`config.mk`:
```
export PLATFORM = sky130hd
export DESIGN_NAME = dcache_axi_top
export DESIGN_NICKNAME = d
export VERILOG_FILES = /design/src/hw/dcache_axi_pkg.sv /design/src/hw/dcache_req_if.sv /design/src/hw/dcache_axi_top.sv /design/src/hw/axi_rd_burst.sv /design/src/hw/axi_wr_burst.sv /design/src/hw/dcache_req_latch.sv
export SDC_FILE = /design/constraint.sdc
export NUM_CORES = 1
export LEC_CHECK = 0
export BUFFER_PORTS_ARGS = -buffer_cell sky130_fd_sc_hd__buf_4
export CAP_MARGIN = 20
export CORE_AREA = 4 4 330 332
export CTS_CLUSTER_DIAMETER = 150
export DETAILED_ROUTE_END_ITERATION = 12
export DIE_AREA = 0 0 334 336
export PLACE_DENSITY = 0.32
export SETUP_SLACK_MARGIN = 0.3
export SLEW_MARGIN = 20
export SYNTH_ARGS = -nofsm -noshare
export SYNTH_HDL_FRONTEND = slang
export SYNTH_SLANG_ARGS = --single-unit
```
`constraint.sdc`:
```
create_clock -name clock -period 9.1 [get_ports clock]
set_input_delay 0.455 -clock clock [delete_from_list [all_inputs] [get_ports clock]]
set_output_delay 0.455 -clock clock [all_outputs]
set_load 0.02 [all_outputs]
```
`src/hw/dcache_axi_pkg.sv`:
```
`default_nettype none

package dcache_axi_pkg;

    localparam int BEAT_WIDTH     = 64;
    localparam int BEATS_PER_LINE = 4;
    localparam int LINE_WIDTH     = BEAT_WIDTH * BEATS_PER_LINE;  // 256
    localparam int STRB_WIDTH     = BEAT_WIDTH / 8;

    // whole line on capture, beat view on the W channel
    typedef union packed {
        logic [LINE_WIDTH-1:0]                     raw;
        logic [BEATS_PER_LINE-1:0][BEAT_WIDTH-1:0] beat;  // beat 0 in low bits
    } cache_line_u;

    // attribute codes for the top level tie-offs
    localparam logic [1:0] AXI_BURST_INCR       = 2'b01;
    localparam logic [2:0] AXI_PROT_DATA        = 3'b000;  // unprivileged, secure, data
    localparam logic [3:0] AXI_AWCACHE_WB_ALLOC = 4'b1111;
    localparam logic [3:0] AXI_ARCACHE_NONCACHE = 4'b0000;

    typedef enum logic [1:0] {
        wr_idle    = 2'b00,
        wr_aw_wait = 2'b01,
        wr_w_send  = 2'b11,
        wr_b_wait  = 2'b10
    } wr_state_e;

    typedef enum logic [1:0] {
        rd_idle    = 2'b00,
        rd_ar_wait = 2'b01,
        rd_r_recv  = 2'b11
    } rd_state_e;

endpackage

`default_nettype wire
```
`src/hw/dcache_req_if.sv`:
```
`default_nettype none
`timescale 1ns/1ps

interface wr_req_if #(
    parameter int ADDR_WIDTH = 64
);
    logic                                  start;  // one cycle, on accept
    logic [ADDR_WIDTH-1:0]                 addr;
    dcache_axi_pkg::cache_line_u           line;
    logic [7:0]                            len;    // beats minus one
    logic [2:0]                            size;
    logic [dcache_axi_pkg::STRB_WIDTH-1:0] mask;   // same strobe on every beat
    logic                                  idle;

    modport latch (output start, addr, line, len, size, mask, input idle);
    modport engine (input start, addr, line, len, size, mask, output idle);
endinterface

interface rd_req_if #(
    parameter int ADDR_WIDTH = 64
);
    logic                  start;
    logic [ADDR_WIDTH-1:0] addr;
    logic [7:0]            len;
    logic                  idle;

    modport latch (output start, addr, len, input idle);
    modport engine (input start, addr, len, output idle);
endinterface

`default_nettype wire

```
`src/hw/dcache_axi_top.sv`:
```
`default_nettype none
`timescale 1ns/1ps

module dcache_axi_top #(
    parameter int ADDR_WIDTH   = 64,
    parameter int AXI_ID_WIDTH = 4
) (
    input  wire                                   clock,
    input  wire                                   reset,
    // cache side
    input  wire                                   wr_valid_i,
    output logic                                  wr_ready_o,
    input  wire  [ADDR_WIDTH-1:0]                 wr_addr_i,
    input  wire  [dcache_axi_pkg::LINE_WIDTH-1:0] wr_line_i,
    input  wire  [7:0]                            wr_len_i,
    input  wire  [2:0]                            wr_size_i,
    input  wire  [dcache_axi_pkg::STRB_WIDTH-1:0] wr_mask_i,
    input  wire                                   rd_valid_i,
    output logic                                  rd_ready_o,
    input  wire  [ADDR_WIDTH-1:0]                 rd_addr_i,
    input  wire  [7:0]                            rd_len_i,
    output logic [dcache_axi_pkg::BEAT_WIDTH-1:0] data_read_o,
    output logic                                  data_valid_o,
    output logic                                  rd_last_o,
    // AXI write address
    input  wire                                   axi_aw_ready_i,
    output logic                                  axi_aw_valid_o,
    output logic [ADDR_WIDTH-1:0]                 axi_aw_addr_o,
    output logic [2:0]                            axi_aw_prot_o,
    output logic [AXI_ID_WIDTH-1:0]               axi_aw_id_o,
    output logic                                  axi_aw_user_o,
    output logic [7:0]                            axi_aw_len_o,
    output logic [2:0]                            axi_aw_size_o,
    output logic [1:0]                            axi_aw_burst_o,
    output logic                                  axi_aw_lock_o,
    output logic [3:0]                            axi_aw_cache_o,
    output logic [3:0]                            axi_aw_qos_o,
    output logic [3:0]                            axi_aw_region_o,
    // AXI write data and response
    input  wire                                   axi_w_ready_i,
    output logic                                  axi_w_valid_o,
    output logic [dcache_axi_pkg::BEAT_WIDTH-1:0] axi_w_data_o,
    output logic [dcache_axi_pkg::STRB_WIDTH-1:0] axi_w_strb_o,
    output logic                                  axi_w_last_o,
    output logic                                  axi_w_user_o,
    output logic                                  axi_b_ready_o,
    input  wire                                   axi_b_valid_i,
    input  wire  [1:0]                            axi_b_resp_i,
    input  wire  [AXI_ID_WIDTH-1:0]               axi_b_id_i,
    input  wire                                   axi_b_user_i,
    // AXI read address
    input  wire                                   axi_ar_ready_i,
    output logic                                  axi_ar_valid_o,
    output logic [ADDR_WIDTH-1:0]                 axi_ar_addr_o,
    output logic [2:0]                            axi_ar_prot_o,
    output logic [AXI_ID_WIDTH-1:0]               axi_ar_id_o,
    output logic                                  axi_ar_user_o,
    output logic [7:0]                            axi_ar_len_o,
    output logic [2:0]                            axi_ar_size_o,
    output logic [1:0]                            axi_ar_burst_o,
    output logic                                  axi_ar_lock_o,
    output logic [3:0]                            axi_ar_cache_o,
    output logic [3:0]                            axi_ar_qos_o,
    output logic [3:0]                            axi_ar_region_o,
    // AXI read data
    output logic                                  axi_r_ready_o,
    input  wire                                   axi_r_valid_i,
    input  wire  [1:0]                            axi_r_resp_i,
    input  wire  [dcache_axi_pkg::BEAT_WIDTH-1:0] axi_r_data_i,
    input  wire                                   axi_r_last_i,
    input  wire  [AXI_ID_WIDTH-1:0]               axi_r_id_i,
    input  wire                                   axi_r_user_i
);

    wr_req_if #(.ADDR_WIDTH(ADDR_WIDTH)) wr_req ();
    rd_req_if #(.ADDR_WIDTH(ADDR_WIDTH)) rd_req ();

    dcache_req_latch #(.ADDR_WIDTH(ADDR_WIDTH)) u_latch (
        .clock(clock), .reset(reset),
        .wr_valid_i(wr_valid_i), .wr_addr_i(wr_addr_i), .wr_line_i(wr_line_i),
        .wr_len_i(wr_len_i), .wr_size_i(wr_size_i), .wr_mask_i(wr_mask_i),
        .rd_valid_i(rd_valid_i), .rd_addr_i(rd_addr_i), .rd_len_i(rd_len_i),
        .wr_ready_o(wr_ready_o), .rd_ready_o(rd_ready_o),
        .wr_o(wr_req.latch), .rd_o(rd_req.latch)
    );

    axi_wr_burst #(.ADDR_WIDTH(ADDR_WIDTH)) u_wr_burst (
        .clock(clock), .reset(reset), .req_i(wr_req.engine),
        .aw_ready_i(axi_aw_ready_i), .w_ready_i(axi_w_ready_i), .b_valid_i(axi_b_valid_i),
        .aw_valid_o(axi_aw_valid_o), .aw_addr_o(axi_aw_addr_o),
        .aw_len_o(axi_aw_len_o), .aw_size_o(axi_aw_size_o),
        .w_valid_o(axi_w_valid_o), .w_data_o(axi_w_data_o), .w_strb_o(axi_w_strb_o),
        .w_last_o(axi_w_last_o), .b_ready_o(axi_b_ready_o)
    );

    axi_rd_burst #(.ADDR_WIDTH(ADDR_WIDTH)) u_rd_burst (
        .clock(clock), .reset(reset), .req_i(rd_req.engine),
        .ar_ready_i(axi_ar_ready_i), .r_valid_i(axi_r_valid_i),
        .r_last_i(axi_r_last_i), .r_data_i(axi_r_data_i),
        .ar_valid_o(axi_ar_valid_o), .ar_addr_o(axi_ar_addr_o), .ar_len_o(axi_ar_len_o),
        .r_ready_o(axi_r_ready_o), .data_read_o(data_read_o),
        .data_valid_o(data_valid_o), .rd_last_o(rd_last_o)
    );

    // fixed attributes, ids and user fields
    assign axi_aw_prot_o   = dcache_axi_pkg::AXI_PROT_DATA;
    assign axi_aw_id_o     = AXI_ID_WIDTH'(1);
    assign axi_aw_user_o   = 1'b0;
    assign axi_aw_burst_o  = dcache_axi_pkg::AXI_BURST_INCR;
    assign axi_aw_lock_o   = 1'b0;
    assign axi_aw_cache_o  = dcache_axi_pkg::AXI_AWCACHE_WB_ALLOC;
    assign axi_aw_qos_o    = 4'h0;
    assign axi_aw_region_o = 4'h0;
    assign axi_w_user_o    = 1'b0;

    assign axi_ar_prot_o   = dcache_axi_pkg::AXI_PROT_DATA;
    assign axi_ar_id_o     = AXI_ID_WIDTH'(1);
    assign axi_ar_user_o   = 1'b0;
    assign axi_ar_size_o   = 3'($clog2(dcache_axi_pkg::STRB_WIDTH));  // full-width beats
    assign axi_ar_burst_o  = dcache_axi_pkg::AXI_BURST_INCR;
    assign axi_ar_lock_o   = 1'b0;
    assign axi_ar_cache_o  = dcache_axi_pkg::AXI_ARCACHE_NONCACHE;
    assign axi_ar_qos_o    = 4'h0;
    assign axi_ar_region_o = 4'h0;

endmodule

`default_nettype wire

```
`src/hw/axi_rd_burst.sv`:
```
`default_nettype none
`timescale 1ns/1ps

module axi_rd_burst #(
    parameter int ADDR_WIDTH = 64
) (
    input  wire                                   clock,
    input  wire                                   reset,
    rd_req_if.engine                              req_i,
    input  wire                                   ar_ready_i,
    input  wire                                   r_valid_i,
    input  wire                                   r_last_i,
    input  wire  [dcache_axi_pkg::BEAT_WIDTH-1:0] r_data_i,
    output logic                                  ar_valid_o,
    output logic [ADDR_WIDTH-1:0]                 ar_addr_o,
    output logic [7:0]                            ar_len_o,
    output logic                                  r_ready_o,
    output logic [dcache_axi_pkg::BEAT_WIDTH-1:0] data_read_o,
    output logic                                  data_valid_o,
    output logic                                  rd_last_o
);

    dcache_axi_pkg::rd_state_e state_q;
    dcache_axi_pkg::rd_state_e state_d;

    always_comb begin
        state_d = state_q;
        case (state_q)
            dcache_axi_pkg::rd_idle:    if (req_i.start) state_d = dcache_axi_pkg::rd_ar_wait;
            dcache_axi_pkg::rd_ar_wait: if (ar_ready_i) state_d = dcache_axi_pkg::rd_r_recv;
            dcache_axi_pkg::rd_r_recv:  if (rd_last_o) state_d = dcache_axi_pkg::rd_idle;
            default:                    state_d = dcache_axi_pkg::rd_idle;
        endcase
    end

    always_ff @(posedge clock or negedge reset) begin
        if (!reset) begin
            state_q <= dcache_axi_pkg::rd_idle;
        end else begin
            state_q <= state_d;
        end
    end

    assign req_i.idle = (state_q == dcache_axi_pkg::rd_idle);

    assign ar_valid_o = (state_q == dcache_axi_pkg::rd_ar_wait);
    assign ar_addr_o  = req_i.addr;
    assign ar_len_o   = req_i.len;

    assign r_ready_o    = (state_q == dcache_axi_pkg::rd_r_recv);
    assign data_read_o  = r_data_i;               // same-cycle forward
    assign data_valid_o = r_valid_i && r_ready_o;
    assign rd_last_o    = data_valid_o && r_last_i;  // burst ends on a taken last beat

    a_ar_hold: assert property (
        @(posedge clock) disable iff (!reset)
        ar_valid_o && !ar_ready_i |=> ar_valid_o && $stable(ar_addr_o)
    ) else $error("ar_valid dropped or address changed before ar_ready");

endmodule

`default_nettype wire

```
`src/hw/axi_wr_burst.sv`:
```
`default_nettype none
`timescale 1ns/1ps

module axi_wr_burst #(
    parameter int ADDR_WIDTH = 64
) (
    input  wire                                  clock,
    input  wire                                  reset,
    wr_req_if.engine                             req_i,
    input  wire                                  aw_ready_i,
    input  wire                                  w_ready_i,
    input  wire                                  b_valid_i,
    output logic                                 aw_valid_o,
    output logic [ADDR_WIDTH-1:0]                aw_addr_o,
    output logic [7:0]                           aw_len_o,
    output logic [2:0]                           aw_size_o,
    output logic                                 w_valid_o,
    output logic [dcache_axi_pkg::BEAT_WIDTH-1:0] w_data_o,
    output logic [dcache_axi_pkg::STRB_WIDTH-1:0] w_strb_o,
    output logic                                 w_last_o,
    output logic                                 b_ready_o
);

    dcache_axi_pkg::wr_state_e state_q;
    dcache_axi_pkg::wr_state_e state_d;
    logic [1:0]                beat_cnt_q;
    logic                      last_beat;

    assign last_beat = (state_q == dcache_axi_pkg::wr_w_send) &&
                       (req_i.len == {6'd0, beat_cnt_q});

    always_comb begin
        state_d = state_q;
        case (state_q)
            dcache_axi_pkg::wr_idle:    if (req_i.start) state_d = dcache_axi_pkg::wr_aw_wait;
            dcache_axi_pkg::wr_aw_wait: if (aw_ready_i) state_d = dcache_axi_pkg::wr_w_send;
            dcache_axi_pkg::wr_w_send:  if (w_ready_i && last_beat) begin
                state_d = dcache_axi_pkg::wr_b_wait;
            end
            dcache_axi_pkg::wr_b_wait:  if (b_valid_i) state_d = dcache_axi_pkg::wr_idle;
            default:                    state_d = dcache_axi_pkg::wr_idle;
        endcase
    end

    always_ff @(posedge clock or negedge reset) begin
        if (!reset) begin
            state_q <= dcache_axi_pkg::wr_idle;
        end else begin
            state_q <= state_d;
        end
    end

    // beat index into the line, holds while w_ready is low
    always_ff @(posedge clock or negedge reset) begin
        if (!reset) begin
            beat_cnt_q <= 2'd0;
        end else if (req_i.start) begin
            beat_cnt_q <= 2'd0;
        end else if (w_valid_o && w_ready_i && !last_beat) begin
            beat_cnt_q <= beat_cnt_q + 2'd1;
        end
    end

    assign req_i.idle = (state_q == dcache_axi_pkg::wr_idle);

    assign aw_valid_o = (state_q == dcache_axi_pkg::wr_aw_wait);
    assign aw_addr_o  = req_i.addr;
    assign aw_len_o   = req_i.len;
    assign aw_size_o  = req_i.size;

    assign w_valid_o = (state_q == dcache_axi_pkg::wr_w_send);
    assign w_data_o  = req_i.line.beat[beat_cnt_q];
    assign w_strb_o  = req_i.mask;   // one mask for all beats
    assign w_last_o  = last_beat;

    assign b_ready_o = (state_q == dcache_axi_pkg::wr_b_wait);

    a_aw_hold: assert property (
        @(posedge clock) disable iff (!reset)
        aw_valid_o && !aw_ready_i |=> aw_valid_o && $stable(aw_addr_o)
    ) else $error("aw_valid dropped or address changed before aw_ready");

    // a waiting beat keeps its data and last flag
    a_w_hold: assert property (
        @(posedge clock) disable iff (!reset)
        w_valid_o && !w_ready_i |=> w_valid_o && $stable(w_data_o) && $stable(w_last_o)
    ) else $error("w beat or w_last changed before w_ready");

endmodule

`default_nettype wire

```
`src/hw/dcache_req_latch.sv`:
```
`default_nettype none
`timescale 1ns/1ps

module dcache_req_latch #(
    parameter int ADDR_WIDTH = 64
) (
    input  wire                                  clock,
    input  wire                                  reset,
    input  wire                                  wr_valid_i,
    input  wire [ADDR_WIDTH-1:0]                 wr_addr_i,
    input  wire [dcache_axi_pkg::LINE_WIDTH-1:0] wr_line_i,
    input  wire [7:0]                            wr_len_i,
    input  wire [2:0]                            wr_size_i,
    input  wire [dcache_axi_pkg::STRB_WIDTH-1:0] wr_mask_i,
    input  wire                                  rd_valid_i,
    input  wire [ADDR_WIDTH-1:0]                 rd_addr_i,
    input  wire [7:0]                            rd_len_i,
    output logic                                 wr_ready_o,
    output logic                                 rd_ready_o,
    wr_req_if.latch                              wr_o,
    rd_req_if.latch                              rd_o
);

    logic wr_accept;
    logic rd_accept;

    // a request is taken only while its engine sits idle
    assign wr_accept = wr_valid_i && wr_o.idle;
    assign rd_accept = rd_valid_i && rd_o.idle;

    assign wr_ready_o = wr_o.idle;
    assign rd_ready_o = rd_o.idle;

    // engine leaves idle on the accept edge
    assign wr_o.start = wr_accept;
    assign rd_o.start = rd_accept;

    // line and mask captured together with the address
    always_ff @(posedge clock) begin
        if (wr_accept) begin
            wr_o.addr     <= wr_addr_i;
            wr_o.line.raw <= wr_line_i;
            wr_o.len      <= wr_len_i;
            wr_o.size     <= wr_size_i;
            wr_o.mask     <= wr_mask_i;
        end
    end

    always_ff @(posedge clock) begin
        if (rd_accept) begin
            rd_o.addr <= rd_addr_i;
            rd_o.len  <= rd_len_i;
        end
    end

    // the write counter wraps at four, a longer burst would never see last
    a_wr_len_fits_line: assert property (
        @(posedge clock) disable iff (!reset)
        wr_accept |-> (wr_len_i < 8'(dcache_axi_pkg::BEATS_PER_LINE))
    ) else $error("write burst longer than one cache line");

endmodule

`default_nettype wire

```
== Word level (Yosys, flattened, before mapping) ==
Cells that the tools add are included.
Storage, ports and cells
  word-level logic and storage cells: 52
  bits in registers: 417
  output and inout bits: 343
Cells by class
  eq/ne operators: 13
  add/sub/neg operators: 1
  order comparisons: 1
  mux-type cells: 13
  reduce and logical (&&, ||, !) cells: 14
Operators with widths (count)
  64-bit binary-select mux with 2-bit select: 1
  64-bit two-way mux: 1
  2-bit two-way mux: 9
  2-bit inequality test (second input constant): 6
  8-bit by 2-bit == test with 1-bit output: 1
  1-bit logical AND: 8
  2-bit one-hot mux with 4 select lines: 1
  2-bit == test (second input constant): 3
  2-bit one-hot mux with 3 select lines: 1
  2-bit by 1-bit == test with 1-bit output (second input constant): 2
  2-bit zero test: 2
  4-bit AND reduction: 1
  2-bit by 3-bit less-than comparator with 1-bit output (second input constant): 1
  3-bit AND reduction: 1
  2-bit by 1-bit adder with 2-bit output (second input constant): 1
  2-bit by 1-bit inequality test with 1-bit output (second input constant): 1
  2-bit nonzero test: 1
  1-bit zero test: 1

== Longest topological paths before layout ==
  depth after elaboration: 6
  gate-level depth with buffers: 5

== Hierarchy ==
Synthesis repeated with hierarchy kept, for this count alone.
Unflattened totals
  cell total of the unflattened synthesis: 805
  area total of the unflattened synthesis: 16304.4 µm²
By module, submodules not included
  dcache_req_latch: seq. area each 12341.8 µm², cells each 415, instances 1, area each 12369.4 µm²
  axi_wr_burst: seq. area each 100.1 µm², cells each 189, instances 1, area each 2419.8 µm²
  axi_rd_burst: seq. area each 50.0 µm², cells each 149, instances 1, area each 1132.3 µm²
  dcache_axi_top: seq. area each 0.0 µm², cells each 52, instances 1, area each 382.9 µm²

== Worst setup path before layout ==
No wires, ideal clock.
  kind: reg2reg
  start point: register u_wr_burst.state_q[0]
  end point: register u_latch.wr_o.addr[0], enable pin
  data arrival time: 7.452 ns
  buffers on the path: 0
  slack: 0.960 ns
  data required time: 8.412 ns
  library setup time: 0.688 ns
  stages on the path, launching flop included: 4
  period minus slack after synthesis: 8.140 ns
  path through: dfrtp_1 -> nor2_1 -> nand2_1 -> inv_1
Between the ends
  cells in the longest elaborated chain, start to end: 2
RTL lines
  start, declared: line axi_wr_burst.sv:24  | dcache_axi_pkg::wr_state_e state_q;
  start signal, assigned: line axi_wr_burst.sv:47  | state_q <= dcache_axi_pkg::wr_idle;
  start signal, assigned: line axi_wr_burst.sv:49  | state_q <= state_d;
  2-bit zero test: line axi_wr_burst.sv:64  | assign req_i.idle = (state_q == dcache_axi_pkg::wr_idle);
  net wr_ready_o: line dcache_axi_top.sv:12  | output logic wr_ready_o,
  1-bit logical AND: line dcache_req_latch.sv:28  | assign wr_accept = wr_valid_i && wr_o.idle;
  net u_latch.wr_o.start: line dcache_req_if.sv:15  | modport latch (output start, addr, line, len, size, mask, input idle);
  end signal, assigned: line dcache_req_latch.sv:41  | wr_o.addr <= wr_addr_i;
  end, declared: line dcache_req_if.sv:15
The timed path passes the listed nets, and every way through them passes these cells.
A chain may end at the register's enable or synchronous reset.

== Worst setup path after layout ==
  start point: register u_wr_burst.beat_cnt_q[1]
  end point: output port axi_w_data_o[50] in the netlist's numbering
Between the ends
  cells in the longest elaborated chain, start to end: 2
RTL lines
  start, declared: line axi_wr_burst.sv:26  | logic [1:0] beat_cnt_q;
  start signal, assigned: line axi_wr_burst.sv:60  | beat_cnt_q <= beat_cnt_q + 2'd1;
  64-bit binary-select mux with 2-bit select: line axi_wr_burst.sv:72  | assign w_data_o = req_i.line.beat[beat_cnt_q];
  64-bit two-way mux (not written as such): line axi_wr_burst.sv:72
  end, declared: line dcache_axi_top.sv:42  | output logic [dcache_axi_pkg::BEAT_WIDTH-1:0] axi_w_data_o,
No other way between the ends. The select of a mux whose other input is x is not followed.

==> impl_metrics.tcl <==
set metrics [dict create \
    outcome "finished, final reports clean" \
    maxSlewViolCount 0 \
    setup_viol 0 \
    grt_remaining_overflow 0 \
    final_antenna_net_count 0 \
    drt_iter0_markers 299 \
    synth_cell_types 26 \
    synthFlopType "edfxtp_1" \
    grt_pass1_vias 11430 \
    cts_hold_buf 410 \
    ir_drop_mv 0.150 \
    fp.dieW_um 334 \
    syn_area_sq_um 15100 \
    required_ns 8.65 \
    ios 842 \
    numCtsBuffers 52 \
    async_flop_share 0.0144 \
    h-tree-depth 2 \
    gp_congestion 0.770 \
    yosysSeqAreaShare 0.827 \
    core_area_sq_um 106000 \
    dr_total_vias 9934 \
    wire_per_inst_um 17.1 \
    crit_fanout 37 \
    critPathArrivalTime_ns 2.85 \
    max_slew_margin 0.328 \
    place_ws_ns 6.21 \
    path_clk_slew_ns 0.05 \
    via_per_inst 3.17 \
    hold_violations 0 \
    syn2layout_area_growth_pct 77.4 \
    grt_usage 0.0920 \
    fin_area_sq_um 26800 \
    finalNetCount 2185 \
    r2r_slack_ns 6.36 \
    fin_crit_sh 0.363 \
    dpl.hpwl_mm 39.5 \
    die_area_sq_um 112000 \
    cts_resized 0 \
    yosys.area.top_type "edfxtp_1" \
    worstSetupPathType "flop to primary output" \
    wl_mm 53.7 \
    yosysWarnings 0 \
    rows 120 \
    fin_ws_ns 5.79 \
    hold_class "input port to flop" \
    end_kind "primary output" \
    cts.sinks 417 \
    max_clock_freq_ghz 0.302 \
    first_pass_iters 4 \
    p_per_area_nw_per_um2 218 \
    p_leak_nw 10.1 \
    start_util 0.142 \
    synth_edf_count 411 \
    rsz0062_at_grt "no" \
    setup_tns_ns 0 \
    cts_setup_buffers 0 \
    die_h_um 336 \
    synth.area.top_cells "edfxtp_1, mux4_2, buf_4" \
    ys_ff_latch 417 \
    clock_skew_ns 0.0128 \
    period_needed_ns 3.31 \
    cts-root-buf "clkbuf_16" \
    netlist_instances 647 \
    drcViolationCount 0 \
    worst_slew_pin_slew_ns 1.01 \
    fin_total_pwr_w 0.00585 \
    synth_common_cells "edfxtp_1, buf_4, mux4_2" \
    port_buffers 649 \
    grt_first_pass_wirelength_mm 76.6 \
    yosysMostFrequentCell "edfxtp_1" \
    critPathLaunchType "flop" \
    cts_tree "built" \
    cap_violations 0 \
    synth.top_cell.area_share 0.817 \
    grt_max_degree 159 \
    dpl_cell_area_sq_um 21100 \
    drive_above_1_share 0.462 \
    antenna_found_initial 2 \
    insertion_delay_ns 0.60 \
    clockBufferDepth 3 \
    syn_area_per_cell_sq_um 23.3 \
]
[worst paths after layout]
kind	start	to	cells after the start
worst max-delay path	u_wr_burst.beat_cnt_q[1]$_DFFE_PN0P_	axi_w_data_o[50]	3
worst max register to register	u_wr_burst.state_q[0]$_DFFE_PN0P_	u_latch.wr_o.addr[61]$_DFFE_PP_	4
worst min register to register	u_rd_burst.state_q[0]$_DFFE_PN0P_	u_rd_burst.state_q[1]$_DFFE_PN0P_	2
worst min-delay path	rd_addr_i[10]	u_latch.rd_o.addr[10]$_DFFE_PP_	1
min in group asynchronous	reset	u_wr_burst.beat_cnt_q[0]$_DFFE_PN0P_	2
max in group asynchronous	reset	u_wr_burst.beat_cnt_q[1]$_DFFE_PN0P_	2
[critical path, cell delays in order (launching register included)]
cell,delay (ns)
dfrtp_4,0.86
buf_4,0.66
mux4_2,0.42
buf_4,0.17
[registers in the layout, summed over array words and instances (netlist names)]
register / cells
u_latch.wr_o.line: 256
u_latch.rd_o.addr: 64
u_latch.wr_o.addr: 64
u_latch.rd_o.len: 8
u_latch.wr_o.len: 8
u_latch.wr_o.mask: 8
u_latch.wr_o.size: 3
u_rd_burst.state_q: 2
u_wr_burst.beat_cnt_q: 2
u_wr_burst.state_q: 2
[report_power, final]
group,leakage [nW],internal (W),switching (W)
logic,5.53,0.000749,0.000766
clock network,0.791,0.00118,0.000825
registers,3.78,0.00224,0.0000930
[per-layer routing]
layer / GRT usage / vias up / routed length [um]
li1: - / 4526 / -
met4: 0.0335 / 0 / 1500
met3: 0.0299 / 92 / 4150
met2: 0.164 / 417 / 28000
met5: 0 / - / 0
met1: 0.103 / 4899 / 20100
[final cells by class]
type | count | area [sq um]
multi-input combinational | 146 | 1840
sequential | 417 | 12500
fill | 11057 | 79500
timing repair buffer | 1066 | 9040
clock buffer | 65 | 1370
inverter | 3 | 18.8
clock inverter | 31 | 259
antenna | 3 | 7.51
tap | 1403 | 1760
[placed cells by master, fill, tap and decap left out, drive strengths merged, types with 2 or more instances in the layout]
cell type / n
and3: 2
nor2: 5
mux4: 64
buf: 656
nand2: 5
clkinvlp: 3
and2: 2
clkbuf: 65
diode: 3
edfxtp: 411
clkinv: 22
dlygate4sd3: 410
o21ai: 3
xor2: 2
conb: 50
nor2b: 2
inv: 5
nand3: 2
bufinv: 4
dfrtp: 6
[stage by stage]
stage                     hold slack [ns]  std cells  utilization
after global placement              0.311       2625        0.198
after CTS                         0.00656       3131        0.252
final                              0.0793       3134        0.252
after global routing               0.0163       3133        0.252
after floorplan                     0.159        695            -
after detailed placement            0.313       2625        0.198
[cell families after synthesis]
logic type	Yosys count	synth area share
DFF	417	0.827
buffers and inverters	132	0.0633
muxes	65	0.0961
and+or+nand+nor	23	0.00936
AOI/OAI and AO/OA	6	0.00249
xor gates and xnor gates	2	0.00116
other	2	0.000497
(Power assumes the default switching activity.)
